### src/logic/udma_pkg.sv
////////////////////////////////////////////////////////////////////////////
// Shared types for the uDMA channel core. The L2 space is 4 KiB at most,
// so addresses are 12 bits wide and sizes count bytes in 16 bits.
////////////////////////////////////////////////////////////////////////////
`default_nettype none

package udma_pkg;

    localparam int unsigned L2_AW   = 12;
    localparam int unsigned TRANS_W = 16;
    localparam int unsigned CFG_AW  = 5;

    // Register map, word index on the configuration port
    typedef enum logic [CFG_AW-1:0] {
        RX_SADDR   = 5'd0,
        RX_SIZE    = 5'd1,
        UDMA_RXCFG = 5'd2,
        TX_SADDR   = 5'd3,
        TX_SIZE    = 5'd4,
        UDMA_TXCFG = 5'd5,
        STATUS     = 5'd9
    } cfg_addr_e;

    typedef logic [L2_AW-1:0]   l2_addr_t;
    typedef logic [TRANS_W-1:0] trans_size_t;
    typedef logic [31:0]        l2_word_t;

    typedef struct packed {
        logic [25:0] rsvd_hi;
        logic        clr;                 // Abort the channel
        logic        en;                  // Kick a transfer
        logic [3:0]  rsvd_lo;
    } chan_cfg_t;

    typedef struct packed {
        logic [31-L2_AW:0] rsvd;
        l2_addr_t          addr;
    } cfg_addr_view_t;

    typedef struct packed {
        logic [31-TRANS_W:0] rsvd;
        trans_size_t         size;
    } cfg_size_view_t;

    // One write word, decoded per target register
    typedef union packed {
        chan_cfg_t      cfg;
        cfg_addr_view_t addr_v;
        cfg_size_view_t size_v;
    } cfg_word_u;

    typedef struct packed {
        logic              valid;
        logic              rwn;           // 1 = read
        logic [CFG_AW-1:0] addr;
        l2_word_t          data;
    } cfg_req_t;

    typedef struct packed {
        logic     we;
        l2_addr_t addr;
        logic [7:0] data;
    } mem_wr_t;

    typedef struct packed {
        logic        start;
        logic        clr;
        l2_addr_t    addr;
        trans_size_t size;
    } xfer_cmd_t;

    typedef struct packed {
        logic [31-16-L2_AW:0] rsvd_hi;
        l2_addr_t             rx_err_addr;  // Bits 27:16
        logic [12:0]          rsvd_lo;
        logic                 rx_error;
        logic                 rx_busy;
        logic                 tx_busy;
    } status_t;

endpackage

`default_nettype wire

### src/logic/udma_tx_stream.sv
////////////////////////////////////////////////////////////////////////////
// TX streamer. Sends ceiling(size/4) words from L2 under valid/ready.
// A start while busy restarts the transfer. Clear aborts without done.
////////////////////////////////////////////////////////////////////////////
`timescale 1ns/1ps
`default_nettype none

module udma_tx_stream (
    input  logic                   sys_clk,
    input  logic                   rst_n,
    input  udma_pkg::xfer_cmd_t    tx_cmd_i,
    output udma_pkg::l2_addr_t     mem_addr_o,
    input  udma_pkg::l2_word_t     mem_word_i,
    output udma_pkg::l2_word_t     tx_data_o,
    output logic                   tx_valid_o,
    input  logic                   tx_ready_i,
    output udma_pkg::trans_size_t  tx_bytes_left_o,
    output logic                   tx_busy_o,
    output logic                   tx_done_o
);
    import udma_pkg::*;

    logic               busy_q;
    logic               done_q;
    l2_addr_t           addr_q;
    trans_size_t        count_q;
    trans_size_t        size_q;
    logic               beat;
    logic [TRANS_W:0]   cnt_next;           // One extra bit for the last beat

    assign tx_valid_o = busy_q && (count_q < size_q);
    assign beat       = tx_valid_o && tx_ready_i;
    assign cnt_next   = {1'b0, count_q} + (TRANS_W+1)'(4);

    always_ff @(posedge sys_clk or negedge rst_n) begin
        if (!rst_n) begin
            busy_q  <= 1'b0;
            done_q  <= 1'b0;
            addr_q  <= '0;
            count_q <= '0;
            size_q  <= '0;
        end else begin
            done_q <= 1'b0;
            if (tx_cmd_i.clr) begin
                busy_q <= 1'b0;
            end else if (tx_cmd_i.start) begin
                busy_q  <= 1'b1;
                addr_q  <= tx_cmd_i.addr;
                count_q <= '0;
                size_q  <= tx_cmd_i.size;       // Held against later writes
            end else if (beat) begin
                addr_q  <= addr_q + L2_AW'(4);
                count_q <= cnt_next[TRANS_W-1:0];
                if (cnt_next >= {1'b0, size_q}) begin
                    busy_q <= 1'b0;
                    done_q <= 1'b1;
                end
            end else if (busy_q && (count_q >= size_q)) begin
                busy_q <= 1'b0;                 // Zero-size transfer
                done_q <= 1'b1;
            end
        end
    end

    assign mem_addr_o      = addr_q;
    assign tx_data_o       = mem_word_i;        // Stable while addr_q holds
    assign tx_bytes_left_o = busy_q ? (size_q - count_q) : '0;
    assign tx_busy_o       = busy_q;
    assign tx_done_o       = done_q;

endmodule

`default_nettype wire

### config.mk
export PLATFORM = sky130hd
export DESIGN_NAME = udma_tx_stream
export DESIGN_NICKNAME = d
export VERILOG_FILES = /design/src/logic/udma_pkg.sv /design/src/logic/udma_tx_stream.sv
export SDC_FILE = /design/constraint.sdc
export NUM_CORES = 1
export LEC_CHECK = 0
export ABC_CLOCK_PERIOD_IN_PS = 2900
export BUFFER_PORTS_ARGS = -buffer_cell sky130_fd_sc_hd__buf_2
export CAP_MARGIN = 40
export CORE_ASPECT_RATIO = 1.1
export CORE_MARGIN = 2
export CORE_UTILIZATION = 51
export CTS_CLUSTER_DIAMETER = 150
export DETAILED_ROUTE_END_ITERATION = 6
export PLACE_DENSITY = 0.77
export SKIP_CTS_REPAIR_TIMING = 1
export SLEW_MARGIN = 30
export SYNTH_ARGS = -nofsm -noshare
export SYNTH_HDL_FRONTEND = slang
export SYNTH_SLANG_ARGS = --single-unit
### constraint.sdc
create_clock -name sys_clk -period 2.9 [get_ports sys_clk]
set_input_delay 0.58 -clock sys_clk [delete_from_list [all_inputs] [get_ports sys_clk]]
set_output_delay 0.58 -clock sys_clk [all_outputs]
set_load 0.01 [all_outputs]
Word-level counts from Yosys, hierarchy flattened
Index checks and enable logic that the tools add are counted.
{"block": "op_classes", "addsub": 3, "n_mux": 15, "bitwise_logic": 1, "eq_ne": 1, "n_lt_le_gt_ge": 3, "reduce_logical": 8}
{"op": "two-way mux 16 bit", "count": 3}
{"op": "two-way mux 12 bit", "count": 2}
{"op": "adder 16 x 3 -> 17 bit (second input constant)", "count": 1}
{"op": "greater-or-equal comparator 17 x 16 -> 1 bit", "count": 1}
{"op": "greater-or-equal comparator 16 bit", "count": 1}
{"op": "< comparator 16 bit", "count": 1}
{"op": "subtractor 16 bit", "count": 1}
{"op": "adder 12 x 3 -> 12 bit (second input constant)", "count": 1}
{"op": "two-way mux 1 bit", "count": 10}
{"op": "AND reduction 2 bit", "count": 3}
{"op": "!= test 4 x 3 -> 1 bit (second input constant)", "count": 1}
{"op": "nonzero test 4 bit", "count": 1}
{"op": "logical AND 1 bit", "count": 3}
{"op": "nonzero test 2 bit", "count": 1}
{"op": "inverter 1 bit", "count": 1}
{"block": "word_totals", "wordCells": 36, "reg_bits": 46, "output_inout_bits": 63, "input_bits": 65}

Depth between registers and ports, before layout
{"block": "logic_depth", "word_depth": 6, "depth_mapped": 13}

Least setup slack after synthesis
Ideal clock, no wire load.
{"block": "synth_timing", "path_kind": "flip-flop to output port", "from": "register count_q[2]", "to": "output port tx_bytes_left_o[14]", "n_path_buf": 0, "required_ns": 2.320, "slack_ns": 0.054, "arrival_ns": 2.266, "stages_incl_launch_ff": 9, "cell_sequence": "dfrtp_1 > inv_1 > ha_1 > or3b_1 > and2_1 > o21ai_0 > a211o_1 > o31a_1 > mux2i_1"}
{"block": "synth_between", "elab_chain_cells": 2}
{"item": "from (decl)", "line": "udma_tx_stream.sv:26", "source": "trans_size_t count_q;"}
{"item": "from (signal assigned)", "line": "udma_tx_stream.sv:53", "source": "count_q <= cnt_next[TRANS_W-1:0];"}
{"item": "subtractor 16 bit", "line": "udma_tx_stream.sv:67", "source": "assign tx_bytes_left_o = busy_q ? (size_q - count_q) : '0;"}
{"item": "two-way mux 16 bit", "line": "udma_tx_stream.sv:67"}
{"item": "to (decl)", "line": "udma_tx_stream.sv:17", "source": "output udma_pkg::trans_size_t tx_bytes_left_o,"}
Every way passes these cells.

Worst setup path after layout
{"block": "layout_timing", "from": "register size_q[3]", "to": "output port tx_valid_o"}
{"block": "layout_between", "elab_chain_cells": 2}
{"item": "from (decl)", "line": "udma_tx_stream.sv:27", "source": "trans_size_t size_q;"}
{"item": "from (signal assigned)", "line": "udma_tx_stream.sv:50", "source": "size_q <= tx_cmd_i.size;"}
{"item": "< comparator 16 bit", "line": "udma_tx_stream.sv:31", "source": "assign tx_valid_o = busy_q && (count_q < size_q);"}
{"item": "logical AND 1 bit", "line": "udma_tx_stream.sv:31"}
{"item": "to (decl)", "line": "udma_tx_stream.sv:15", "source": "output logic tx_valid_o,"}
Every way passes these cells.

==> results.cfg <==
[clock_network]
cts-root-buf = clkbuf_8
clkTransAtPathRegs_ns = 0.09
clk_path_buf_depth = 2
cts_tree = built
htree_levels = 2
clk-insertion-delay-late_ns = 0.30
cts_sinks = 44
cts_inserted_buffers = 5

[layout]
most-common-layout-cells = 62 x buf_2, 56 x nand2_1, 41 x dfrtp_1, 41 x buf_4, 27 x inv_1
final_area_um2 = 4479
mostFrequentLayoutCell = buf_2
syn_to_final_growth_pct = 20.99
drive_gt1_frac = 0.3418
antenna_cells = 0
nNetsFinal = 605
fillCellCount = 587

[global_routing]
overflow = 0
grt_pass1_wl_um = 14950
grt_pass1_vias = 3277
grt_use_total = 0.2302
antenna_found_initial = 0
grt_max_degree = 45

[power]
vdd_drop_max_uv = 272.6
powerDensity_nw_per_um2 = 486.4
intPower_mw = 1.363
seq_power_share = 0.351
p_sw_mw = 0.8156
p_sw_frac = 0.3743
p_comb_frac = 0.460
pwr-share-clk = 0.189
p_leak_nw = 2.134

[setup_path]
critPathBufInv = 1
reg2reg_to = count_q[7]$_DFFE_PN0P_
r2r_cells = 10
crit_end = tx_valid_o
reg2reg_from = count_q[2]$_DFFE_PN0P_
cp_slowest_cell = dfrtp_1
arrival_ns = 2.40
cpLargestDelayFamily = compound AO/OA/AOI/OAI gates
crit_cells = 7
startpoint = size_q[3]$_DFFE_PN0P_
end_kind = output port
critPathKind = register to output port
path_cells = ha_4, or3b_4, a211o_1, a21oi_4, nor2_2, nor3_2, buf_2
rrSetupSlack_ns = 0.12
worstPathMaxFanout = 4
required_ns = 2.32
critPathLaunchType = register
max_stage_delay_ns = 0.42

[timing]
tightestPinTransition_ns = 0.5555
timing.final.ws_setup_ns = -0.07667
setup_viol = 2
period_share = 1.026
rsz0062_at_grt = yes
min_period_ns = 2.977
slew_viol_final = 0
fmax_mhz = 335.9
final.setup.tns_ns = -0.09588
slew_headroom = 0.6297
finClkSkew_ns = 0.007658
hold_violations = 0

[die]
ioPinCount = 128
die_area_um2 = 7958
die_h_um = 93.36
core_area_um2 = 7007
start_util = 0.5284
rows = 32
die_w_um = 85.24

[logic_synthesis]
yosysTopAreaCell = dfrtp_1
syn_area_um2 = 3702
synthArstFlopShare = 1.000
synth_edf_count = 0
syn_nets = 541
synth_warnings = 0
synth_top_area_frac = 0.2974
synth_cell_types = 58
synth_ff_type = dfrtp_1
synth_area_per_cell_um2 = 8.339
syn_inst = 444
yosysSeqAreaShare = 0.2974
synthTopCellsByArea = dfrtp_1 30%, ha_1 11%, buf_4 6.7%, nand2_1 5.7%, o21ai_0 3.6%
ys_ff_latch = 44

[flow_run]
cap_violations = 0

[route]
antenna_left = 0
met3WireLength_um = 588
wirelength_um = 9692
vias = 3433
vias_per_cell = 5.779
wl_per_cell_um = 16.32
route.met2.wl_um = 4777
wl_met1_um = 4106
dr.pass1.iters = 5
maxUsedRoutingLayer = met4
drc = 0
drtIter0Drc = 213

[status]
outcome = finished with violations
failed_checks = negative setup slack

[hold_path]
min_path_type = input pin to asynchronous set/reset pin

[placed_design]
pre_cts_ws_ns = -0.01390
portBuffers = 63
place_area_um2 = 3965
hpwl_um = 6940
gp_congestion = 0.8632
## per-stage QoR
| stage | utilization | std cells | hold WS, ns | total power [mW] |
|---|---|---|---|---|
| finish | 0.6393 | 594 | 0.2630 | 2.179 |
| global route | 0.6393 | 594 | 0.2952 | 2.323 |
| floorplan | - | 444 | 0.2844 | 1.343 |
| CTS | 0.5793 | 572 | 0.2839 | 1.991 |
| global placement | 0.5655 | 564 | 0.4586 | 1.556 |
| detailed placement | 0.5659 | 564 | 0.4638 | 1.581 |
## layer usage
| layer | GRT usage | vias to the layer above |
|---|---|---|
| met5 | 0 | - |
| met4 | 0.08995 | 0 |
| met3 | 0.03619 | 32 |
| met2 | 0.3880 | 101 |
| met1 | 0.2952 | 1637 |
| li1 | - | 1663 |
## area by class of cell
type                       instances  area (um^2)  share of cell area
clock buffer                       7        86.33             0.01927
clock inverter                     1        7.507            0.001676
inverter                          35        131.4             0.02933
multi-input combinational        317         2402              0.5363
sequential                        44         1105              0.2466
tap                               85        106.4             0.02374
timing repair buffer             105        640.6              0.1430
## how the worst min path moves through the flow
stage | slack (ns) | startpoint | to
2_1_floorplan | 0.28 | rst_n | count_q[10]$_DFFE_PN0P_
3_3_place_gp | 0.46 | mem_addr_o[0]$_DFFE_PN0P_ | mem_addr_o[0]$_DFFE_PN0P_
3_5_place_dp | 0.46 | mem_addr_o[0]$_DFFE_PN0P_ | mem_addr_o[0]$_DFFE_PN0P_
4_1_cts | 0.28 | rst_n | size_q[12]$_DFFE_PN0P_
5_1_grt | 0.30 | rst_n | size_q[15]$_DFFE_PN0P_
6_report | 0.26 | rst_n | size_q[12]$_DFFE_PN0P_
## cell usage after synthesis (2+ instances only)
cell type,count
o21bai_1,2
and4_1,3
a32o_1,5
and2_1,5
a21oi_1,20
inv_1,35
buf_4,33
o41ai_2,4
nand2b_1,8
nor3_1,12
a21o_1,16
nand2_1,56
ha_1,32
o21ai_0,27
a31oi_1,7
mux2i_1,4
or2_2,2
nand3_1,15
clkbuf_1,11
xor2_1,2
xnor2_1,15
dfrtp_1,44
nand4_1,9
o21a_1,2
nor2b_1,2
nor2_1,21
o311ai_0,2
a221o_1,3
or3_1,2
o211ai_1,3
a22o_1,6
buf_2,2
a211o_1,4
and3_1,5
conb_1,2
## state kept, by name, summed over array words and instances, names as in the netlist
name        flops
tx_done_o       1
size_q         16
mem_addr_o     12
tx_busy_o       1
count_q        14
## power groups by stage
| stage | logic, mW | registers, mW | clock network [mW] |
|---|---|---|---|
| 3_5_place_dp | 0.812 | 0.769 | 0 |
| 3_3_place_gp | 0.792 | 0.764 | 0 |
| 2_1_floorplan | 0.567 | 0.776 | 0 |
| 6_report | 1.00 | 0.765 | 0.412 |
| 4_1_cts | 0.817 | 0.757 | 0.417 |
| 5_1_grt | 1.10 | 0.777 | 0.448 |
## cell families (layout without fill, tap and decap cells)
| logic type | Yosys count | after routing | share of synthesized area |
|---|---|---|---|
| flip-flops | 44 | 44 | 0.2974 |
| buffers and inverters | 83 | 148 | 0.1203 |
| multiplexers | 5 | 5 | 0.01386 |
| AND/OR/NAND/NOR | 147 | 147 | 0.1926 |
| XOR/XNOR | 17 | 17 | 0.04022 |
| AO/OA/AOI/OAI | 114 | 114 | 0.2254 |
| adder cells (fa/ha/maj) | 32 | 32 | 0.1081 |
| other | 2 | 2 | 0.002028 |
No activity file was read; power rests on OpenSTA's default activity.
