==> src/logic/udma_pkg.sv <==
////////////////////////////////////////////////////////////////////////////
// Shared types for the uDMA channel core. The L2 space is 4 KiB at most,
// so addresses are 12 bits wide and sizes count bytes in 16 bits.
////////////////////////////////////////////////////////////////////////////
`default_nettype none

package udma_pkg;

    localparam int unsigned L2_AW   = 12;
    localparam int unsigned TRANS_W = 16;
    localparam int unsigned CFG_AW  = 5;

    // Register map, word index on the configuration port
    typedef enum logic [CFG_AW-1:0] {
        RX_SADDR   = 5'd0,
        RX_SIZE    = 5'd1,
        UDMA_RXCFG = 5'd2,
        TX_SADDR   = 5'd3,
        TX_SIZE    = 5'd4,
        UDMA_TXCFG = 5'd5,
        STATUS     = 5'd9
    } cfg_addr_e;

    typedef logic [L2_AW-1:0]   l2_addr_t;
    typedef logic [TRANS_W-1:0] trans_size_t;
    typedef logic [31:0]        l2_word_t;

    typedef struct packed {
        logic [25:0] rsvd_hi;
        logic        clr;                 // Abort the channel
        logic        en;                  // Kick a transfer
        logic [3:0]  rsvd_lo;
    } chan_cfg_t;

    typedef struct packed {
        logic [31-L2_AW:0] rsvd;
        l2_addr_t          addr;
    } cfg_addr_view_t;

    typedef struct packed {
        logic [31-TRANS_W:0] rsvd;
        trans_size_t         size;
    } cfg_size_view_t;

    // One write word, decoded per target register
    typedef union packed {
        chan_cfg_t      cfg;
        cfg_addr_view_t addr_v;
        cfg_size_view_t size_v;
    } cfg_word_u;

    typedef struct packed {
        logic              valid;
        logic              rwn;           // 1 = read
        logic [CFG_AW-1:0] addr;
        l2_word_t          data;
    } cfg_req_t;

    typedef struct packed {
        logic     we;
        l2_addr_t addr;
        logic [7:0] data;
    } mem_wr_t;

    typedef struct packed {
        logic        start;
        logic        clr;
        l2_addr_t    addr;
        trans_size_t size;
    } xfer_cmd_t;

    typedef struct packed {
        logic [31-16-L2_AW:0] rsvd_hi;
        l2_addr_t             rx_err_addr;  // Bits 27:16
        logic [12:0]          rsvd_lo;
        logic                 rx_error;
        logic                 rx_busy;
        logic                 tx_busy;
    } status_t;

endpackage

`default_nettype wire

==> src/logic/udma_rx_check.sv <==
////////////////////////////////////////////////////////////////////////////
// RX checker. Every beat is accepted and compared against L2. Only the
// bytes still inside the transfer are compared. Beats while idle are dropped.
////////////////////////////////////////////////////////////////////////////
`timescale 1ns/1ps
`default_nettype none

module udma_rx_check (
    input  logic                   sys_clk,
    input  logic                   rst_n,
    input  udma_pkg::xfer_cmd_t    rx_cmd_i,
    input  udma_pkg::l2_word_t     rx_data_i,
    input  logic                   rx_valid_i,
    output udma_pkg::l2_addr_t     mem_addr_o,
    input  udma_pkg::l2_word_t     mem_word_i,
    output logic                   rx_busy_o,
    output logic                   rx_done_o,
    output logic                   rx_error_o,
    output udma_pkg::l2_addr_t     rx_err_addr_o
);
    import udma_pkg::*;

    logic        busy_q;
    logic        done_q;
    logic        err_q;
    l2_addr_t    err_addr_q;
    l2_addr_t    ptr_q;
    trans_size_t left_q;
    logic        beat;
    logic [2:0]  take;                      // Bytes checked on this beat
    l2_word_t    mask;
    logic        mismatch;
    trans_size_t left_next;

    assign beat      = rx_valid_i && busy_q;
    assign take      = (left_q >= trans_size_t'(4)) ? 3'd4 : left_q[2:0];
    assign left_next = left_q - trans_size_t'(take);

    ////////////////////////////////////////////////////////////////////////////
    // Tail mask and compare
    ////////////////////////////////////////////////////////////////////////////
    always_comb begin
        for (int b = 0; b < 4; b++) begin
            mask[8*b +: 8] = (b < int'(take)) ? 8'hFF : 8'h00;
        end
    end

    assign mismatch = |((rx_data_i ^ mem_word_i) & mask);

    always_ff @(posedge sys_clk or negedge rst_n) begin
        if (!rst_n) begin
            busy_q     <= 1'b0;
            done_q     <= 1'b0;
            err_q      <= 1'b0;
            err_addr_q <= '0;
            ptr_q      <= '0;
            left_q     <= '0;
        end else begin
            done_q <= 1'b0;
            if (rx_cmd_i.clr) begin
                busy_q <= 1'b0;                 // Error state is kept
            end else if (rx_cmd_i.start) begin
                busy_q     <= 1'b1;
                ptr_q      <= rx_cmd_i.addr;
                left_q     <= rx_cmd_i.size;
                err_q      <= 1'b0;
                err_addr_q <= '0;
            end else if (beat) begin
                ptr_q  <= ptr_q + L2_AW'(4);
                left_q <= left_next;
                if (mismatch && !err_q) begin
                    err_q      <= 1'b1;
                    err_addr_q <= ptr_q;        // First bad word only
                end
                if (left_next == '0) begin
                    busy_q <= 1'b0;
                    done_q <= 1'b1;
                end
            end else if (busy_q && (left_q == '0)) begin
                busy_q <= 1'b0;                 // Zero-size check
                done_q <= 1'b1;
            end
        end
    end

    assign mem_addr_o    = ptr_q;
    assign rx_busy_o     = busy_q;
    assign rx_done_o     = done_q;
    assign rx_error_o    = err_q;
    assign rx_err_addr_o = err_addr_q;

endmodule

`default_nettype wire

==> config.mk <==
export PLATFORM = sky130hd
export DESIGN_NAME = udma_rx_check
export DESIGN_NICKNAME = d
export VERILOG_FILES = /design/src/logic/udma_pkg.sv /design/src/logic/udma_rx_check.sv
export SDC_FILE = /design/constraint.sdc
export NUM_CORES = 1
export LEC_CHECK = 0
export CORE_ASPECT_RATIO = 0.8
export CORE_MARGIN = 4
export CORE_UTILIZATION = 39
export CTS_CLUSTER_DIAMETER = 200
export CTS_CLUSTER_SIZE = 28
export DETAILED_ROUTE_END_ITERATION = 6
export DONT_BUFFER_PORTS = 1
export HOLD_SLACK_MARGIN = 0.12
export MAX_ROUTING_LAYER = met4
export SLEW_MARGIN = 20
export SYNTH_ARGS = -nofsm -noshare
export SYNTH_HDL_FRONTEND = slang
export SYNTH_SLANG_ARGS = --single-unit
==> constraint.sdc <==
create_clock -name sys_clk -period 2.8 [get_ports sys_clk]
set_clock_uncertainty 0.1 [all_clocks]
set_input_delay 0.14 -clock sys_clk [delete_from_list [all_inputs] [get_ports sys_clk]]
set_output_delay 0.14 -clock sys_clk [all_outputs]
set_load 0.01 [all_outputs]
# After elaboration in Yosys (flattened, before gate mapping)

Index checks and enable logic that the tools add are counted.

Register bits: 43
Output and inout port bits: 27

$add $sub $neg: 2
$lt $le $gt $ge: 5
Equal/unequal tests: 1
Mux-type cells: 25
Bitwise gates (word level): 3
Reductions and logical operators: 13

Operators by type and width:

| operator                                                               | number |
|---|---|
| 12-bit two-way mux                                                     | 5 |
| 32-bit bitwise AND                                                     | 1 |
| 16-bit zero test                                                       | 2 |
| 16-bit two-way mux                                                     | 2 |
| 8-bit two-way mux                                                      | 4 |
| 32-bit OR reduction                                                    | 1 |
| 32-bit XOR                                                             | 1 |
| 16-bit by 3-bit >= comparator with 1-bit output, second input constant | 1 |
| 16-bit by 3-bit subtractor with 16-bit output                          | 1 |
| 1-bit two-way mux                                                      | 13 |
| 12-bit by 3-bit adder with 12-bit output, second input constant        | 1 |
| 1-bit by 3-bit < comparator with 1-bit output, first input constant    | 2 |
| 2-bit by 3-bit < comparator with 1-bit output, first input constant    | 2 |
| 4-bit by 3-bit != test with 1-bit output, second input constant        | 1 |
| 2-bit AND reduction                                                    | 2 |
| 2-bit nonzero test                                                     | 2 |
| 4-bit nonzero test                                                     | 1 |
| 1-bit logical AND                                                      | 3 |
| 3-bit two-way mux                                                      | 1 |
| 3-bit AND reduction                                                    | 1 |
| 1-bit zero test                                                        | 1 |
| 1-bit inverter                                                         | 1 |

# Longest topological paths before layout

Depth after elaboration: 10
Gate-level depth with buffers: 12

# Worst setup path after synthesis

OpenSTA, ideal clock, no wires.

Path kind: register to register
Start: register left_q[8]
End: register busy_q (netlist: rx_busy_o)
Setup time: 0.120 ns
Arrival: 2.731 ns
Setup slack: -0.152 ns
Stages on the path, launching flop included: 11
Cell sequence: dfrtp_1 -> nor4_4 -> nand4_2 -> nand2_1 -> ha_1 -> or3b_1 -> nor4b_1 -> o2111ai_1 -> a2111oi_2 -> nand4_1 -> a41o_1

Word-level cells in the longest chain between the ends: 6
Elaborated cells on any way between the ends: 9
Classes of those cells: add/sub: 1; order compare: 1; eq/ne: 1; mux: 1; reduce/logical: 5

RTL lines:

| item                                                      | RTL line            | text |
|---|---|---|
| start, declared                                           | udma_rx_check.sv:28 | `trans_size_t left_q;` |
| start signal, assigned                                    | udma_rx_check.sv:65 | `left_q <= rx_cmd_i.size;` |
| start signal, assigned                                    | udma_rx_check.sv:70 | `left_q <= left_next;` |
| 16-bit by 3-bit >= comparator with 1-bit output           | udma_rx_check.sv:36 | `assign take = (left_q >= trans_size_t'(4)) ? 3'd4 : left_q[2:0];` |
| 3-bit two-way mux                                         | udma_rx_check.sv:36 |  |
| 16-bit by 3-bit subtractor with 16-bit output             | udma_rx_check.sv:37 | `assign left_next = left_q - trans_size_t'(take);` |
| 16-bit zero test                                          | udma_rx_check.sv:75 | `if (left_next == '0) begin` |
| 4-bit by 3-bit != test with 1-bit output (no source line) | --                  |  |
| 2-bit AND reduction (no source line) (*)                  | --                  |  |
| end signal, assigned                                      | udma_rx_check.sv:52 | `busy_q <= 1'b0;` |
| end signal, assigned                                      | udma_rx_check.sv:76 | `busy_q <= 1'b0;` |
| end signal, assigned                                      | udma_rx_check.sv:80 | `busy_q <= 1'b0;` |
| end, declared                                             | udma_rx_check.sv:23 | `logic busy_q;` |

Mark *: on every way between the ends. The rest lies on a longest branch, timed or not.
A chain may end at the register's enable or synchronous reset.

# Final worst setup path

Start: register left_q[3]
End: register busy_q (netlist: rx_busy_o)

Same word-level chain as after synthesis.

==> results by group <==
Floorplanning
  – Die area: 9860 um2
  – Initial Util: 0.405
  – I/O pins: 124
  – DIE HEIGHT: 89.6 um
  – Die Wd: 110 um
  – Row count: 29
  – Placeable Area: 8020 um2

Clock tree
  – CTS sink cnt: 43
  – Total CTS buffers: 5
  – Register clock-pin slew on the reported worst setup and hold paths: 0.09 ns
  – CTS H-tree depth: 2
  – CTS root buffer: clkbuf_8
  – Longest Clk Path Bufs: 2
  – CTS tree: yes
  – Worst skew pair latency: 0.31 ns

Power
  – Total power: 2.25 mW
  – Static leakage: 1.52 nW
  – Max VDD drop: 0.329 mV
  – Power Density: 553 nW/um2

GRT
  – Vias in the first global route: 3138
  – Total global-route track usage: 0.236
  – Pin count of the biggest net entering global routing: 50
  – Initial antenna violation count: 0
  – Remaining global-route overflow: 0
  – First-pass GRT wire length: 17.1 mm

Placement
  – Pre-CTS WS: 0.0715 ns
  – Cells after DPL: 476
  – Port Buf Inserts: 0
  – Area after DPL: 3410 um2
  – RePlAce Congestion: 0.960
  – HPWL Detailed: 7.90 mm

Route
  – Final WL: 11.5 mm
  – DRC viols: 0
  – DR WL/cell: 21.5 um
  – Vias/cell: 6.09
  – DRT iter0 DRCs: 362
  – Initial DRT Pass Iterations: 5
  – Antenna-violating nets left: 0
  – DR vias: 3248

Logic synthesis
  – Post-Syn Nets: 465
  – Number of enable flip-flop cells after synthesis: 0
  – Mapped Area: 3250 um2
  – Share of the yosys chip area belonging to registers: 0.331
  – Dominant register cell in the synthesized netlist: dfrtp_1
  – Syn Area/Cell: 8.87 um2
  – Synthesized flop and latch total: 43
  – Ys Warns: 0
  – Ys async rst share: 1.00
  – Synth Instances: 366
  – Synth cell types: 69

Cells and area
  – Finished Cell Area: 4070 um2
  – Layout Cells excl Fill: 533
  – Nets@finish: 523
  – Layout cells sized above 1: 0.148
  – Core Util, Final: 0.507
  – Area Growth Syn to Fin: 25.2%
  – Ant diodes: 0

Worst setup path
  – Critical Path Fanout Max: 2
  – Startpoint types: register
  – Critical path capture point type: register
  – WP data required: 2.90 ns
  – Worst Path Arrival: 2.85 ns
  – Setup CP Type: register to register

Timing
  – # setup viols final: 0
  – Final hold slack: 0.135 ns
  – Final WS setup: 0.0435 ns
  – Period utilization: 0.984
  – Final hold vios: 0
  – Worst-Margin Slew: 0.740 ns
  – Post-route minimum period: 2.76 ns
  – Pins Over Slew Limit: 0
  – Relative slew margins: 0.507
  – Achievable Freq: 363 MHz
  – RSZ-0062 raised after global routing: true
  – TNS Setup: 0 ns

Min path
  – Worst min-delay path class: input port to register

Status
  – Outcome: complete, no violations

Run
  – Max Cap Violations: 0
[where the power goes]
group | switching (mW) | total, mW | leakage, nW | internal [mW]
Combinational | 0.371 | 0.722 | 0.925 | 0.352
Sequential | 0.191 | 0.932 | 0.524 | 0.741
Clock | 0.238 | 0.595 | 0.0654 | 0.357
[state kept, by name, indices dropped and copies added (netlist names)]
name           cells
rx_busy_o          1
rx_err_addr_o     12
rx_done_o          1
rx_error_o         1
mem_addr_o        12
left_q            16
[worst paths after layout]
kind                       cells past startpoint       endpoint    startpoint  slack, ns
max                                           10      rx_busy_o     left_q[3]       0.04
min                                            3  mem_addr_o[2]  rx_cmd_i[29]       0.13
max reg2reg                                   10      rx_busy_o     left_q[3]       0.04
min reg2reg                                    1     left_q[15]    left_q[15]       0.50
max in group asynchronous                      2     left_q[10]         rst_n       2.10
min in group asynchronous                      2      left_q[2]         rst_n       0.29
[layer usage]
metal	part of all wire	global-route usage	vias to the layer above	routed length (um)
li1	-	-	1482	-
met1	0.44	0.328	1558	5000
met2	0.44	0.357	194	5080
met3	0.11	0.0457	14	1260
met4	0.011	0.0555	0	131
met5	0	-	-	0
[what timing repair did]
item	in CTS	in global routing
hold endpoints to repair	86	0
endpoints found under the setup margin	0	4
resized for setup	0	2
hold buffers	48	0
buffers inserted	0	1
[Yosys cell counts (all sizes together), types with 2 or more instances]
cell,number,area (um2)
nand4,26,169
clkbuf,11,51.3
a21oi,23,115
a22o,2,18.8
or4,3,26.3
nor2,19,71.3
or3,3,18.8
xnor2,36,315
buf,9,88.8
nor3,9,50.1
nand3,9,60.1
nor4,11,135
o21ai,19,95.1
ha,2,25.0
a22oi,3,22.5
nand2,38,145
dfrtp,43,1080
mux2i,4,40.0
a221o,2,20.0
o21bai,2,15.0
o22ai,6,37.5
and3,8,55.1
a211oi,6,45.0
and2b,7,60.1
xor2,3,26.3
inv,15,56.3
a31oi,4,25.0
o311ai,12,128
o2111ai,2,17.5
nor2b,7,43.8
[cell type report]
class / instances / area, um2
clock buffer: 6 / 72.6
timing repair buffer: 73 / 698
inverter: 15 / 56.3
clock inverter: 2 / 60.1
sequential: 43 / 1080
tap: 108 / 135
fill: 771 / 3950
multi-input combinational: 286 / 1970
[cell families (layout without fill, tap and decap cells)]
family,count (synthesis),after routing,synth area share
AO/OA/AOI/OAI,94,94,0.204
XOR/XNOR,39,39,0.105
adder cells (fa/ha/maj),2,2,0.00771
buffers and inverters,37,96,0.0663
flip-flops,43,43,0.331
multiplexers,4,4,0.0123
other,1,1,0.00115
AND/OR/NAND/NOR,146,146,0.272
[placed cells by master, fill, tap and decap left out, types with 2 or more instances in the layout]
cell type | Yosys | final
dlygate4sd3_1 | 0 | 45
dfrtp_1 | 43 | 43
nand2_1 | 37 | 37
xnor2_1 | 36 | 36
nand4_1 | 25 | 25
buf_4 | 1 | 25
a21oi_1 | 23 | 23
nor2_1 | 19 | 19
o21ai_0 | 18 | 18
inv_1 | 14 | 14
o311ai_1 | 9 | 9
nor3_1 | 8 | 8
nor2b_1 | 7 | 7
and3_1 | 7 | 7
o22ai_1 | 6 | 6
nor4_1 | 6 | 6
nand3_1 | 6 | 6
and2b_2 | 6 | 6
a211oi_1 | 6 | 5
clkbuf_8 | 1 | 5
nor4_4 | 4 | 4
mux2i_1 | 4 | 4
a31oi_1 | 4 | 4
or3_1 | 3 | 3
nand3_2 | 3 | 3
xor2_1 | 3 | 3
a22oi_1 | 3 | 3
o311ai_2 | 3 | 3
o2111ai_1 | 2 | 2
o21bai_1 | 2 | 2
or4_1 | 2 | 2
a221o_1 | 2 | 2
ha_1 | 2 | 2
bufinv_16 | 0 | 2
[critical path: stages, from the launching register on]
cell       delay (ns)
dfrtp_1          0.41
nor4_4           0.35
nand4_2          0.14
nand2_1          0.09
ha_1             0.14
or3b_1           0.36
nor4b_2          0.26
o2111ai_1        0.16
a2111oi_2        0.24
nand4_1          0.18
a41o_1           0.21
No activity file was read; power rests on OpenSTA's default activity.
