<file path="src/logic/udma_pkg.sv">
////////////////////////////////////////////////////////////////////////////
// Shared types for the uDMA channel core. The L2 space is 4 KiB at most,
// so addresses are 12 bits wide and sizes count bytes in 16 bits.
////////////////////////////////////////////////////////////////////////////
`default_nettype none

package udma_pkg;

    localparam int unsigned L2_AW   = 12;
    localparam int unsigned TRANS_W = 16;
    localparam int unsigned CFG_AW  = 5;

    // Register map, word index on the configuration port
    typedef enum logic [CFG_AW-1:0] {
        RX_SADDR   = 5'd0,
        RX_SIZE    = 5'd1,
        UDMA_RXCFG = 5'd2,
        TX_SADDR   = 5'd3,
        TX_SIZE    = 5'd4,
        UDMA_TXCFG = 5'd5,
        STATUS     = 5'd9
    } cfg_addr_e;

    typedef logic [L2_AW-1:0]   l2_addr_t;
    typedef logic [TRANS_W-1:0] trans_size_t;
    typedef logic [31:0]        l2_word_t;

    typedef struct packed {
        logic [25:0] rsvd_hi;
        logic        clr;                 // Abort the channel
        logic        en;                  // Kick a transfer
        logic [3:0]  rsvd_lo;
    } chan_cfg_t;

    typedef struct packed {
        logic [31-L2_AW:0] rsvd;
        l2_addr_t          addr;
    } cfg_addr_view_t;

    typedef struct packed {
        logic [31-TRANS_W:0] rsvd;
        trans_size_t         size;
    } cfg_size_view_t;

    // One write word, decoded per target register
    typedef union packed {
        chan_cfg_t      cfg;
        cfg_addr_view_t addr_v;
        cfg_size_view_t size_v;
    } cfg_word_u;

    typedef struct packed {
        logic              valid;
        logic              rwn;           // 1 = read
        logic [CFG_AW-1:0] addr;
        l2_word_t          data;
    } cfg_req_t;

    typedef struct packed {
        logic     we;
        l2_addr_t addr;
        logic [7:0] data;
    } mem_wr_t;

    typedef struct packed {
        logic        start;
        logic        clr;
        l2_addr_t    addr;
        trans_size_t size;
    } xfer_cmd_t;

    typedef struct packed {
        logic [31-16-L2_AW:0] rsvd_hi;
        l2_addr_t             rx_err_addr;  // Bits 27:16
        logic [12:0]          rsvd_lo;
        logic                 rx_error;
        logic                 rx_busy;
        logic                 tx_busy;
    } status_t;

endpackage

`default_nettype wire

</file>
<file path="src/logic/udma_cfg_decode.sv">
////////////////////////////////////////////////////////////////////////////
// Register file of the channel. Requests are single-cycle strobes with no
// handshake. Start and clear strobes come two cycles after the write.
////////////////////////////////////////////////////////////////////////////
`timescale 1ns/1ps
`default_nettype none

module udma_cfg_decode (
    input  logic                   sys_clk,
    input  logic                   rst_n,
    input  udma_pkg::cfg_req_t     cfg_req_i,
    output udma_pkg::l2_word_t     cfg_data_o,
    input  logic                   tx_busy_i,
    input  logic                   rx_busy_i,
    input  logic                   rx_error_i,
    input  udma_pkg::l2_addr_t     rx_err_addr_i,
    output udma_pkg::xfer_cmd_t    tx_cmd_o,
    output udma_pkg::xfer_cmd_t    rx_cmd_o
);
    import udma_pkg::*;

    logic        wr_s;
    logic        rd_s;
    cfg_word_u   wdata;
    l2_addr_t    rx_saddr_q;
    l2_addr_t    tx_saddr_q;
    trans_size_t rx_size_q;
    trans_size_t tx_size_q;
    logic        tx_start_d, tx_clr_d, rx_start_d, rx_clr_d;
    logic        tx_start_q, tx_clr_q, rx_start_q, rx_clr_q;
    status_t     status;
    chan_cfg_t   rx_cfg_rd;
    chan_cfg_t   tx_cfg_rd;
    l2_word_t    rdata;

    assign wr_s  = cfg_req_i.valid & ~cfg_req_i.rwn;
    assign rd_s  = cfg_req_i.valid & cfg_req_i.rwn;
    assign wdata = cfg_req_i.data;

    ////////////////////////////////////////////////////////////////////////////
    // Address and size registers
    ////////////////////////////////////////////////////////////////////////////
    always_ff @(posedge sys_clk or negedge rst_n) begin
        if (!rst_n) begin
            rx_saddr_q <= '0;
            rx_size_q  <= '0;
            tx_saddr_q <= '0;
            tx_size_q  <= '0;
        end else if (wr_s) begin
            case (cfg_req_i.addr)
                RX_SADDR: rx_saddr_q <= wdata.addr_v.addr;
                RX_SIZE:  rx_size_q  <= wdata.size_v.size;
                TX_SADDR: tx_saddr_q <= wdata.addr_v.addr;
                TX_SIZE:  tx_size_q  <= wdata.size_v.size;
                default: ;                          // Unmapped or strobe-only
            endcase
        end
    end

    // First stage latches the decoded write, second stage is the strobe
    always_ff @(posedge sys_clk or negedge rst_n) begin
        if (!rst_n) begin
            tx_start_d <= 1'b0;
            tx_clr_d   <= 1'b0;
            rx_start_d <= 1'b0;
            rx_clr_d   <= 1'b0;
            tx_start_q <= 1'b0;
            tx_clr_q   <= 1'b0;
            rx_start_q <= 1'b0;
            rx_clr_q   <= 1'b0;
        end else begin
            tx_start_d <= wr_s && (cfg_req_i.addr == UDMA_TXCFG) && wdata.cfg.en;
            tx_clr_d   <= wr_s && (cfg_req_i.addr == UDMA_TXCFG) && wdata.cfg.clr;
            rx_start_d <= wr_s && (cfg_req_i.addr == UDMA_RXCFG) && wdata.cfg.en;
            rx_clr_d   <= wr_s && (cfg_req_i.addr == UDMA_RXCFG) && wdata.cfg.clr;
            tx_start_q <= tx_start_d;
            tx_clr_q   <= tx_clr_d;
            rx_start_q <= rx_start_d;
            rx_clr_q   <= rx_clr_d;
        end
    end

    assign tx_cmd_o = xfer_cmd_t'{start: tx_start_q, clr: tx_clr_q,
                                  addr: tx_saddr_q, size: tx_size_q};
    assign rx_cmd_o = xfer_cmd_t'{start: rx_start_q, clr: rx_clr_q,
                                  addr: rx_saddr_q, size: rx_size_q};

    ////////////////////////////////////////////////////////////////////////////
    // Read-back
    ////////////////////////////////////////////////////////////////////////////
    always_comb begin
        status             = '0;
        status.tx_busy     = tx_busy_i;
        status.rx_busy     = rx_busy_i;
        status.rx_error    = rx_error_i;
        status.rx_err_addr = rx_err_addr_i;
        rx_cfg_rd          = '0;
        rx_cfg_rd.en       = rx_busy_i;         // Enable reads as channel busy
        tx_cfg_rd          = '0;
        tx_cfg_rd.en       = tx_busy_i;
        case (cfg_req_i.addr)
            RX_SADDR:   rdata = l2_word_t'(rx_saddr_q);
            RX_SIZE:    rdata = l2_word_t'(rx_size_q);
            UDMA_RXCFG: rdata = rx_cfg_rd;
            TX_SADDR:   rdata = l2_word_t'(tx_saddr_q);
            TX_SIZE:    rdata = l2_word_t'(tx_size_q);
            UDMA_TXCFG: rdata = tx_cfg_rd;
            STATUS:     rdata = status;
            default:    rdata = '0;
        endcase
    end

    assign cfg_data_o = rd_s ? rdata : '0;

endmodule

`default_nettype wire

</file>
<file path="config.mk">
export PLATFORM = sky130hd
export DESIGN_NAME = udma_cfg_decode
export DESIGN_NICKNAME = d
export VERILOG_FILES = /design/src/logic/udma_pkg.sv /design/src/logic/udma_cfg_decode.sv
export SDC_FILE = /design/constraint.sdc
export NUM_CORES = 1
export LEC_CHECK = 0
export BUFFER_PORTS_ARGS = -buffer_cell sky130_fd_sc_hd__buf_2
export CORE_ASPECT_RATIO = 0.6
export CORE_MARGIN = 1
export CORE_UTILIZATION = 41
export DETAILED_ROUTE_END_ITERATION = 12
export PLACE_DENSITY = 0.8
export SYNTH_ARGS = -nofsm -noshare
export SYNTH_HDL_FRONTEND = slang
export SYNTH_SLANG_ARGS = --single-unit
</file>
<file path="constraint.sdc">
create_clock -name sys_clk -period 2.2 [get_ports sys_clk]
set_clock_uncertainty 0.1 [all_clocks]
set_input_delay 0 -clock sys_clk [delete_from_list [all_inputs] [get_ports sys_clk]]
set_output_delay 0 -clock sys_clk [all_outputs]
set_load 0.05 [all_outputs]
</file>
* Word level (Yosys, flattened, before mapping)
Cells that the tools add are included.
Widths: inputs -> output; s select.
** Word-level totals
- Word-level logic and storage cells :: 34
- Register bits after elaboration :: 64
- Output and inout bits :: 92
- Input port bits :: 56
** Cells by class
- Muxes and demuxes :: 2
- Reduce and logical (&&, ||, !) cells :: 11
- Equal/unequal tests :: 6
- Bitwise operators :: 3
** Operators by type and width (count)
- $pmux 28 s7 :: 1
- $mux 32 :: 1
- $eq 5x2->1 const B :: 2
- $eq 5x3->1 const B :: 2
- $reduce_and 2->1 :: 4
- $logic_and 1x1->1 :: 6
- $eq 5x1->1 const B :: 1
- $eq 5x4->1 const B :: 1
- $logic_not 5->1 :: 1
- $and 1x1->1 :: 2
- $not 1->1 :: 1

* Logic depth before layout (Yosys ltp)
Gate-level depths: netlist of run 1.
- Depth in word-level cells :: 4
- Depth in mapped cells :: 5
- Mapped depth without buffers :: 3

* Worst setup path before layout of run 1
OpenSTA, ideal clock, no wires.
- Path kind :: register to output
- From :: register rx_size_q[4]
- To :: output cfg_data_o[4]
- Arrival time :: 2.269 ns
- Stages on the path, launching flop included :: 4
- Path buffers :: 0
- Setup slack :: -0.169 ns
- Required time :: 2.100 ns
- Cell sequence :: dfrtp_1 mux4_2 nand3b_1 a221oi_1
** On the way
- Longest elaborated chain between the ends :: 2
** RTL lines
- start, declared :: line udma_cfg_decode.sv:27 : trans_size_t rx_size_q;
- start signal, assigned :: line udma_cfg_decode.sv:52 : RX_SIZE: rx_size_q <= wdata.size_v.size;
- $pmux 28 s7 :: line udma_cfg_decode.sv:101 : case (cfg_req_i.addr)
- $mux 32 :: line udma_cfg_decode.sv:113 : assign cfg_data_o = rd_s ? rdata : '0;
- end, declared :: line udma_cfg_decode.sv:12 : output udma_pkg::l2_word_t cfg_data_o,
Every way passes these cells.

* Final worst setup path of run 1
- From :: input cfg_req_i[34] (netlist bit)
- To :: output cfg_data_o[1]
** On the way
- Longest elaborated chain between the ends :: 3
- Elaborated cells on any way between the ends :: 9
- Classes of those cells :: 6 x eq/ne; 2 x mux; 1 x reduce/logical
** RTL lines
- start, declared :: line udma_cfg_decode.sv:11 : input udma_pkg::cfg_req_t cfg_req_i,
- $eq 5x4->1 (tied with other cells) :: line udma_cfg_decode.sv:101
- $pmux 28 s7 (*) :: line udma_cfg_decode.sv:101
- $mux 32 (*) :: line udma_cfg_decode.sv:113
Every way passes the cells marked *; elsewhere a longest branch is shown, timed or not.

==> results by group, run 1 <==
Status
  • Status: finished clean

GRT
  • Vias in the first global route: 2758
  • Largest net degree at the start of global routing: 24
  • Initial antenna violation count: 0
  • All-Layer GR Usage: 0.2400
  • First-pass GRT wire length: 14.68 mm
  • GRT overflow: 0

Routing
  • Via count: 2728
  • Drt wl/cell: 18.47 um
  • DRC viols: 0
  • 1st-iter DRT viols: 131
  • DR pass1 iterations: 4
  • Met3 layer wire length in the routed design: 690 um
  • Remaining antenna violation count: 0
  • Via density: 5.402
  • Met2 WL: 4.278 mm
  • DR top layer: met4
  • DRT met1 WL: 4.300 mm
  • Wirelength, routed: 9.325 mm

Setup path
  • CP required: 2.10 ns
  • Setup Crit Path Kind: in -> out
  • Worst Path Arrival: 1.71 ns
  • Worst Setup End Kind: output pin
  • Worst-path maximum fanout: 20
  • Startpoint Class: input pin

Die
  • Row count: 24
  • Die area: 8169 sq um
  • Ports: 148
  • Starting density of the core: 0.4312
  • Die height: 70.41 um
  • Core area: 7417 sq um
  • Die W: 116.0 um

Clocking
  • CTS tree: done
  • TritonCTS Sinks: 64
  • Post-CTS setup buffer count: 0
  • Clk_lat worst skew: 0.32 ns
  • Root buffer cell: clkbuf_16
  • Clk buf depth: 2
  • Worst-path clk slew: 0.05 ns
  • H-tree depth: 3
  • Total CTS buffers: 9

STA
  • Endpoints failing setup: 0
  • Fin. Hold Viols: 0
  • Max_slew headroom: 0.4222
  • Pins over their slew limit: 0
  • Setup_tns: 0 ns
  • Final Critical Period: 1.807 ns
  • Worst slew pin tran: 0.8667 ns
  • RSZ-0062 raised after global routing: false
  • Final period util: 0.8212
  • Fmax achieved: 553.5 MHz
  • Min setup slack post-route: 0.3933 ns

Synthesis
  • Post-synth cell types: 35
  • Synth warnings: 0
  • Gate Count Post-Synth: 248
  • Post-synthesis register bit count: 64
  • Post-synth top area share: 0.5008
  • Syn Area/Cell: 12.90 sq um
  • Top cells by area, synth: dfrtp_1 50%, mux2_2 21%, a221oi_1 4.4%
  • Post-synthesis async set-or-reset flop share: 1.000
  • Register area share after synthesis: 0.5008
  • Synth Flop Type: dfrtp_1
  • Synthesized cell area: 3198 sq um
  • EDFF count, synth: 0
  • Leading area contributor after synthesis: dfrtp_1

Placed design
  • GP Congestion: 0.8047
  • Hpwl dp: 6.584 mm
  • # port buffers: 127
  • Place WS: 0.4210 ns

Power
  • Peak VDD IR: 535.5 uV
  • Tot Pwr: 0.003985 W
  • Static leakage: 2.301 nW
  • Power Dens Cells: 875.3 nW/um^2

Layout
  • Nets: 452
  • Most frequent cells in the layout: 127 x buf_2, 64 x dfrtp_1, 61 x mux2_2, 19 x nand3_1
  • Commonest non-fill, non-tap cell in the layout: buf_2
  • Share of layout cells above drive strength 1: 0.6085
  • Area Overhead vs Synth: 42.37%
  • Final Core Density: 0.6139
  • Layout filler cell count: 590
  • N_diodes: 0

Hold path
  • Hold Crit Class: in -> async

Job
  • Max-cap violations: 0
through the flow:
step / hold WS [ns] / cells / cell area, sq um
final: 0.06437 / 505 / 4553
after global routing: 0.1089 / 505 / 4553
after CTS: 0.06469 / 505 / 4553
after detailed placement: -0.1374 / 472 / 4060
after global placement: -0.1400 / 472 / 4060
after floorplan: -0.3956 / 251 / 3309
power by group:
part	leakage [nW]	internal (W)	switching, W
Combinational	1.29	0.000295	0.000747
Clock	0.152	0.00102	0.000501
Sequential	0.856	0.00132	0.000107
Total	2.30	0.00263	0.00135
final cells by class:
class	count	area, sq um	share of cell area
Tap cell	104	130.1	0.02858
Sequential cell	64	1602	0.3517
Inverter	1	3.754	0.0008244
Timing Repair Buffer	161	933.4	0.2050
Clock inverter	5	80.08	0.01759
Multi-Input combinational cell	159	1562	0.3430
Clock buffer	11	242.7	0.05331
layer usage:
| metal | vias to the layer above | track usage |
|---|---|---|
| met4 | 0 | 0.07692 |
| met2 | 132 | 0.3644 |
| met5 | - | 0 |
| met3 | 6 | 0.06684 |
| li1 | 1227 | - |
| met1 | 1363 | 0.3298 |
registers in the layout, indices dropped and copies added (netlist names):
register    cells
tx_clr_q        1
rx_start_q      1
tx_start_q      1
tx_saddr_q     12
rx_clr_d        1
rx_saddr_q     12
tx_clr_d        1
rx_start_d      1
tx_start_d      1
rx_size_q      16
tx_size_q      16
rx_clr_q        1
logic make-up after synthesis:
group                  Yosys count  share of synthesized area
DFF                             64                     0.5008
buffers and inverters           28                    0.04773
muxes                           72                     0.2570
other                            1                   0.001173
and+or+nand+nor                 55                     0.1182
AOI/OAI and AO/OA               28                    0.07512
Yosys cell counts, types with 2 or more instances:
cell type / instances
mux2_1: 10
buf_4: 8
a22oi_1: 3
a32oi_1: 8
nand3b_1: 2
nand3_1: 19
nor4b_1: 2
and2_1: 16
buf_2: 8
clkbuf_1: 9
mux2_2: 61
dfrtp_1: 64
a221oi_1: 16
critical path, cell delays in order:
cell and delay, ns:
buf_2 0.24, nor4b_1 0.64, a22oi_1 0.23, a221oi_2 0.29, buf_2 0.30
worst paths after layout:
kind                          startpoint             end  slack, ns  depth (start not counted)
max                        cfg_req_i[34]   cfg_data_o[1]       0.39                          5
min                                rst_n  rx_saddr_q[10]       0.06                          2
max reg2reg                tx_size_q[14]   tx_size_q[14]       1.27                          1
min reg2reg                     tx_clr_d        tx_clr_q       0.25                          0
max in group asynchronous          rst_n   tx_size_q[14]       1.26                          3
min in group sys_clk       cfg_req_i[37]        rx_clr_d       0.10                          4
repair_timing:
| action | in CTS | in global routing |
|---|---|---|
| endpoints found under the hold margin | 124 | 0 |
| endpoints found under the setup margin | 0 | 0 |
| hold buffers | 17 | 0 |
| resized for setup | 0 | 0 |
Power figures use the tool's default switching activity.
==> inputs of run 2 (changes only) <==
==> constraint.sdc (replaced) <==
create_clock -name sys_clk -period 1.71 [get_ports sys_clk]
set_clock_uncertainty 0.1 [all_clocks]
set_input_delay 0 -clock sys_clk [delete_from_list [all_inputs] [get_ports sys_clk]]
set_output_delay 0 -clock sys_clk [all_outputs]
set_load 0.05 [all_outputs]
==> run 2 against run 1 <==
Effect of this change:
- global-route usage is 1.6 points higher
- clock power is 21% higher
- setup slack worse by 0.36 ns
- combinational power is 37% higher
- critical path type is now reg -> out
==> results by group, run 2 (synthesis results as in run 1) <==
Status
  • Status: finished clean

Setup path
  • CP required: 1.61 ns (-0.49 ns)
  • Startpoint Class: flip-flop
  • Worst Path Arrival: 1.58 ns (-0.13 ns)
  • Worst-path maximum fanout: 3 (-85%)
  • Worst Setup End Kind: output pin
  • Setup Crit Path Kind: reg -> out

Routing
  • Via count: 2763 (+1.3%)
  • Met2 WL: 4.693 mm (+9.7%)
  • Met3 layer wire length in the routed design: 716 um (+3.8%)
  • Drt wl/cell: 18.97 um (+2.7%)
  • Wirelength, routed: 9.825 mm (+5.4%)
  • Via density: 5.334 (-1.3%)
  • 1st-iter DRT viols: 84 (-36%)
  • DRC viols: 0 (unchanged)
  • DR pass1 iterations: 4 (unchanged)
  • DRT met1 WL: 4.309 mm (+0.21%)
  • Remaining antenna violation count: 0 (unchanged)
  • DR top layer: met4

Layout
  • N_diodes: 0 (unchanged)
  • Commonest non-fill, non-tap cell in the layout: buf_2
  • Final Core Density: 0.6714 (+0.05752)
  • Most frequent cells in the layout: 120 x buf_2, 64 x dfrtp_1, 61 x mux2_2, 30 x buf_4, 19 x nand3_1
  • Area Overhead vs Synth: 55.71%
  • Share of layout cells above drive strength 1: 0.6522 (+0.04370)
  • Nets: 465 (+2.9%)
  • Layout filler cell count: 525 (-11%)
  • Largest regs: rx_size_q (16), tx_size_q (16)

Power
  • NetSw: 0.001816 W (+34%)
  • Peak VDD IR: 716.7 uV (+34%)
  • Pint: 0.003283 W (+25%)
  • Power Dens Cells: 1024 nW/um^2 (+17%)
  • Sw frac: 0.3562 (+0.01638)
  • Comb power frac: 0.278 (+0.017)
  • Power share of the clock group: 0.361 (-0.021)
  • Static leakage: 2.612 nW (+14%)
  • Sequential Power Share: 0.361 (+0.004)

Die
  • Core area: 7417 sq um (unchanged)
  • Die W: 116.0 um (unchanged)
  • Die height: 70.41 um (unchanged)
  • Starting density of the core: 0.4312 (unchanged)
  • Ports: 148 (unchanged)
  • Row count: 24 (unchanged)
  • Die area: 8169 sq um (unchanged)

GRT
  • Initial antenna violation count: 0 (unchanged)
  • All-Layer GR Usage: 0.2561 (+0.01614)
  • First-pass GRT wire length: 15.39 mm (+4.8%)
  • GRT overflow: 0 (unchanged)
  • Largest net degree at the start of global routing: 65 (+170%)
  • Vias in the first global route: 2879 (+4.4%)

Clocking
  • Worst-path clk slew: 0.05 ns (about the same)
  • Clk_lat worst skew: 0.33 ns (about the same)
  • Root buffer cell: clkbuf_16
  • Total CTS buffers: 9 (unchanged)
  • Clk buf depth: 2 (unchanged)
  • CTS tree: done
  • TritonCTS Sinks: 64 (unchanged)
  • H-tree depth: 3 (unchanged)

Placed design
  • # port buffers: 127 (unchanged)
  • GP Congestion: 0.7770 (-3.4%)
  • Hpwl dp: 7.078 mm (+7.5%)

STA
  • Final Critical Period: 1.676 ns
  • Worst slew pin tran: 0.5862 ns (-0.2806 ns)
  • Fmax achieved: 596.6 MHz
  • Pins over their slew limit: 0 (unchanged)
  • Fin Hold WS: 0.1035 ns (+0.03911 ns)
  • RSZ-0062 raised after global routing: true
  • Final period util: 0.9803
  • Max_slew headroom: 0.6037 (+0.1815)
  • Fin. Hold Viols: 0 (unchanged)
  • Endpoints failing setup: 0 (unchanged)

Job
  • Max-cap violations: 0 (unchanged)

Hold path
  • Hold Crit Class: in -> reg
==> run 2: cell count changes in the layout (fill, tap and decap cells not counted), moves of 3 or more <==
cell      delta
a22oi_2      +3
a32oi_1      -7
buf_2        -7
a221oi_4    +16
a22oi_1      -3
buf_12       +5
a221oi_2    -16
buf_4       +13
a32oi_2      +7
==> run 2: power by group through the flow <==
stage	Sequential [W]	Clock [W]	Combinational, W
2_1_floorplan	0.00245	0	0.000357
3_3_place_gp	0.00185	0	0.00134
3_5_place_dp	0.00186	0	0.00137
4_1_cts	0.00184	0.00186	0.00141
5_1_grt	0.00186	0.00194	0.00148
6_report	0.00184	0.00184	0.00142
==> run 2: final timing paths <==
check | slack (ns) | end | depth (start not counted) | from
min in group asynchronous | 0.12 | rx_saddr_q[5] | 3 | rst_n
max in group asynchronous | 1.13 | tx_saddr_q[0] | 3 | rst_n
min reg2reg | 0.25 | tx_start_q | 0 | tx_start_d
max reg2reg | 0.77 | tx_size_q[9] | 1 | tx_size_q[9]
max | 0.03 | cfg_data_o[4] | 4 | tx_saddr_q[4]
min | 0.10 | rx_clr_d | 3 | cfg_req_i[34]
==> run 2: layout make-up <==
cell class	instances	area (sq um)	area share
Sequential cell	64	1602	0.3216
Timing Repair Buffer	174	1115	0.2239
Clock inverter	6	67.56	0.01357
Inverter	1	3.754	0.0007538
Clock buffer	10	239.0	0.04799
Tap cell	104	130.1	0.02613
Multi-Input combinational cell	159	1823	0.3661
==> run 2: stage by stage <==
stage | TNS (ns) | instances | total power (W) | worst slack [ns] | cell area, sq um
6_report | 0 | 518 | 0.005099 | 0.03370 | 4980
2_1_floorplan | -0.3151 | 251 | 0.002811 | -0.03047 | 3505
4_1_cts | -0.004740 | 517 | 0.005112 | -0.004740 | 4917
3_3_place_gp | 0 | 484 | 0.003189 | 0.008145 | 4394
5_1_grt | -0.005708 | 518 | 0.005289 | -0.005708 | 4980
3_5_place_dp | 0 | 484 | 0.003227 | 0.0001402 | 4394
==> run 2: critical path, stage by stage (launching register included) <==
cell and delay (ns):
dfrtp_1 0.38, mux4_2 0.46, nand3b_1 0.14, a221oi_4 0.09, buf_6 0.17
==> run 2: repair_timing <==
action                                  CTS  global route
gates resized for setup                   8            17
hold endpoints to repair                124             0
endpoints found under the setup margin    8            24
hold buffers                             17             0
setup buffers                             0             1
pin swaps                                 0             4
==> run 2: metal layers <==
metal / vias up / global-route usage
met5: - / 0
met4: 0 / 0.06838
met3: 14 / 0.08333
met2: 113 / 0.4206
met1: 1378 / 0.3236
li1: 1258 / -
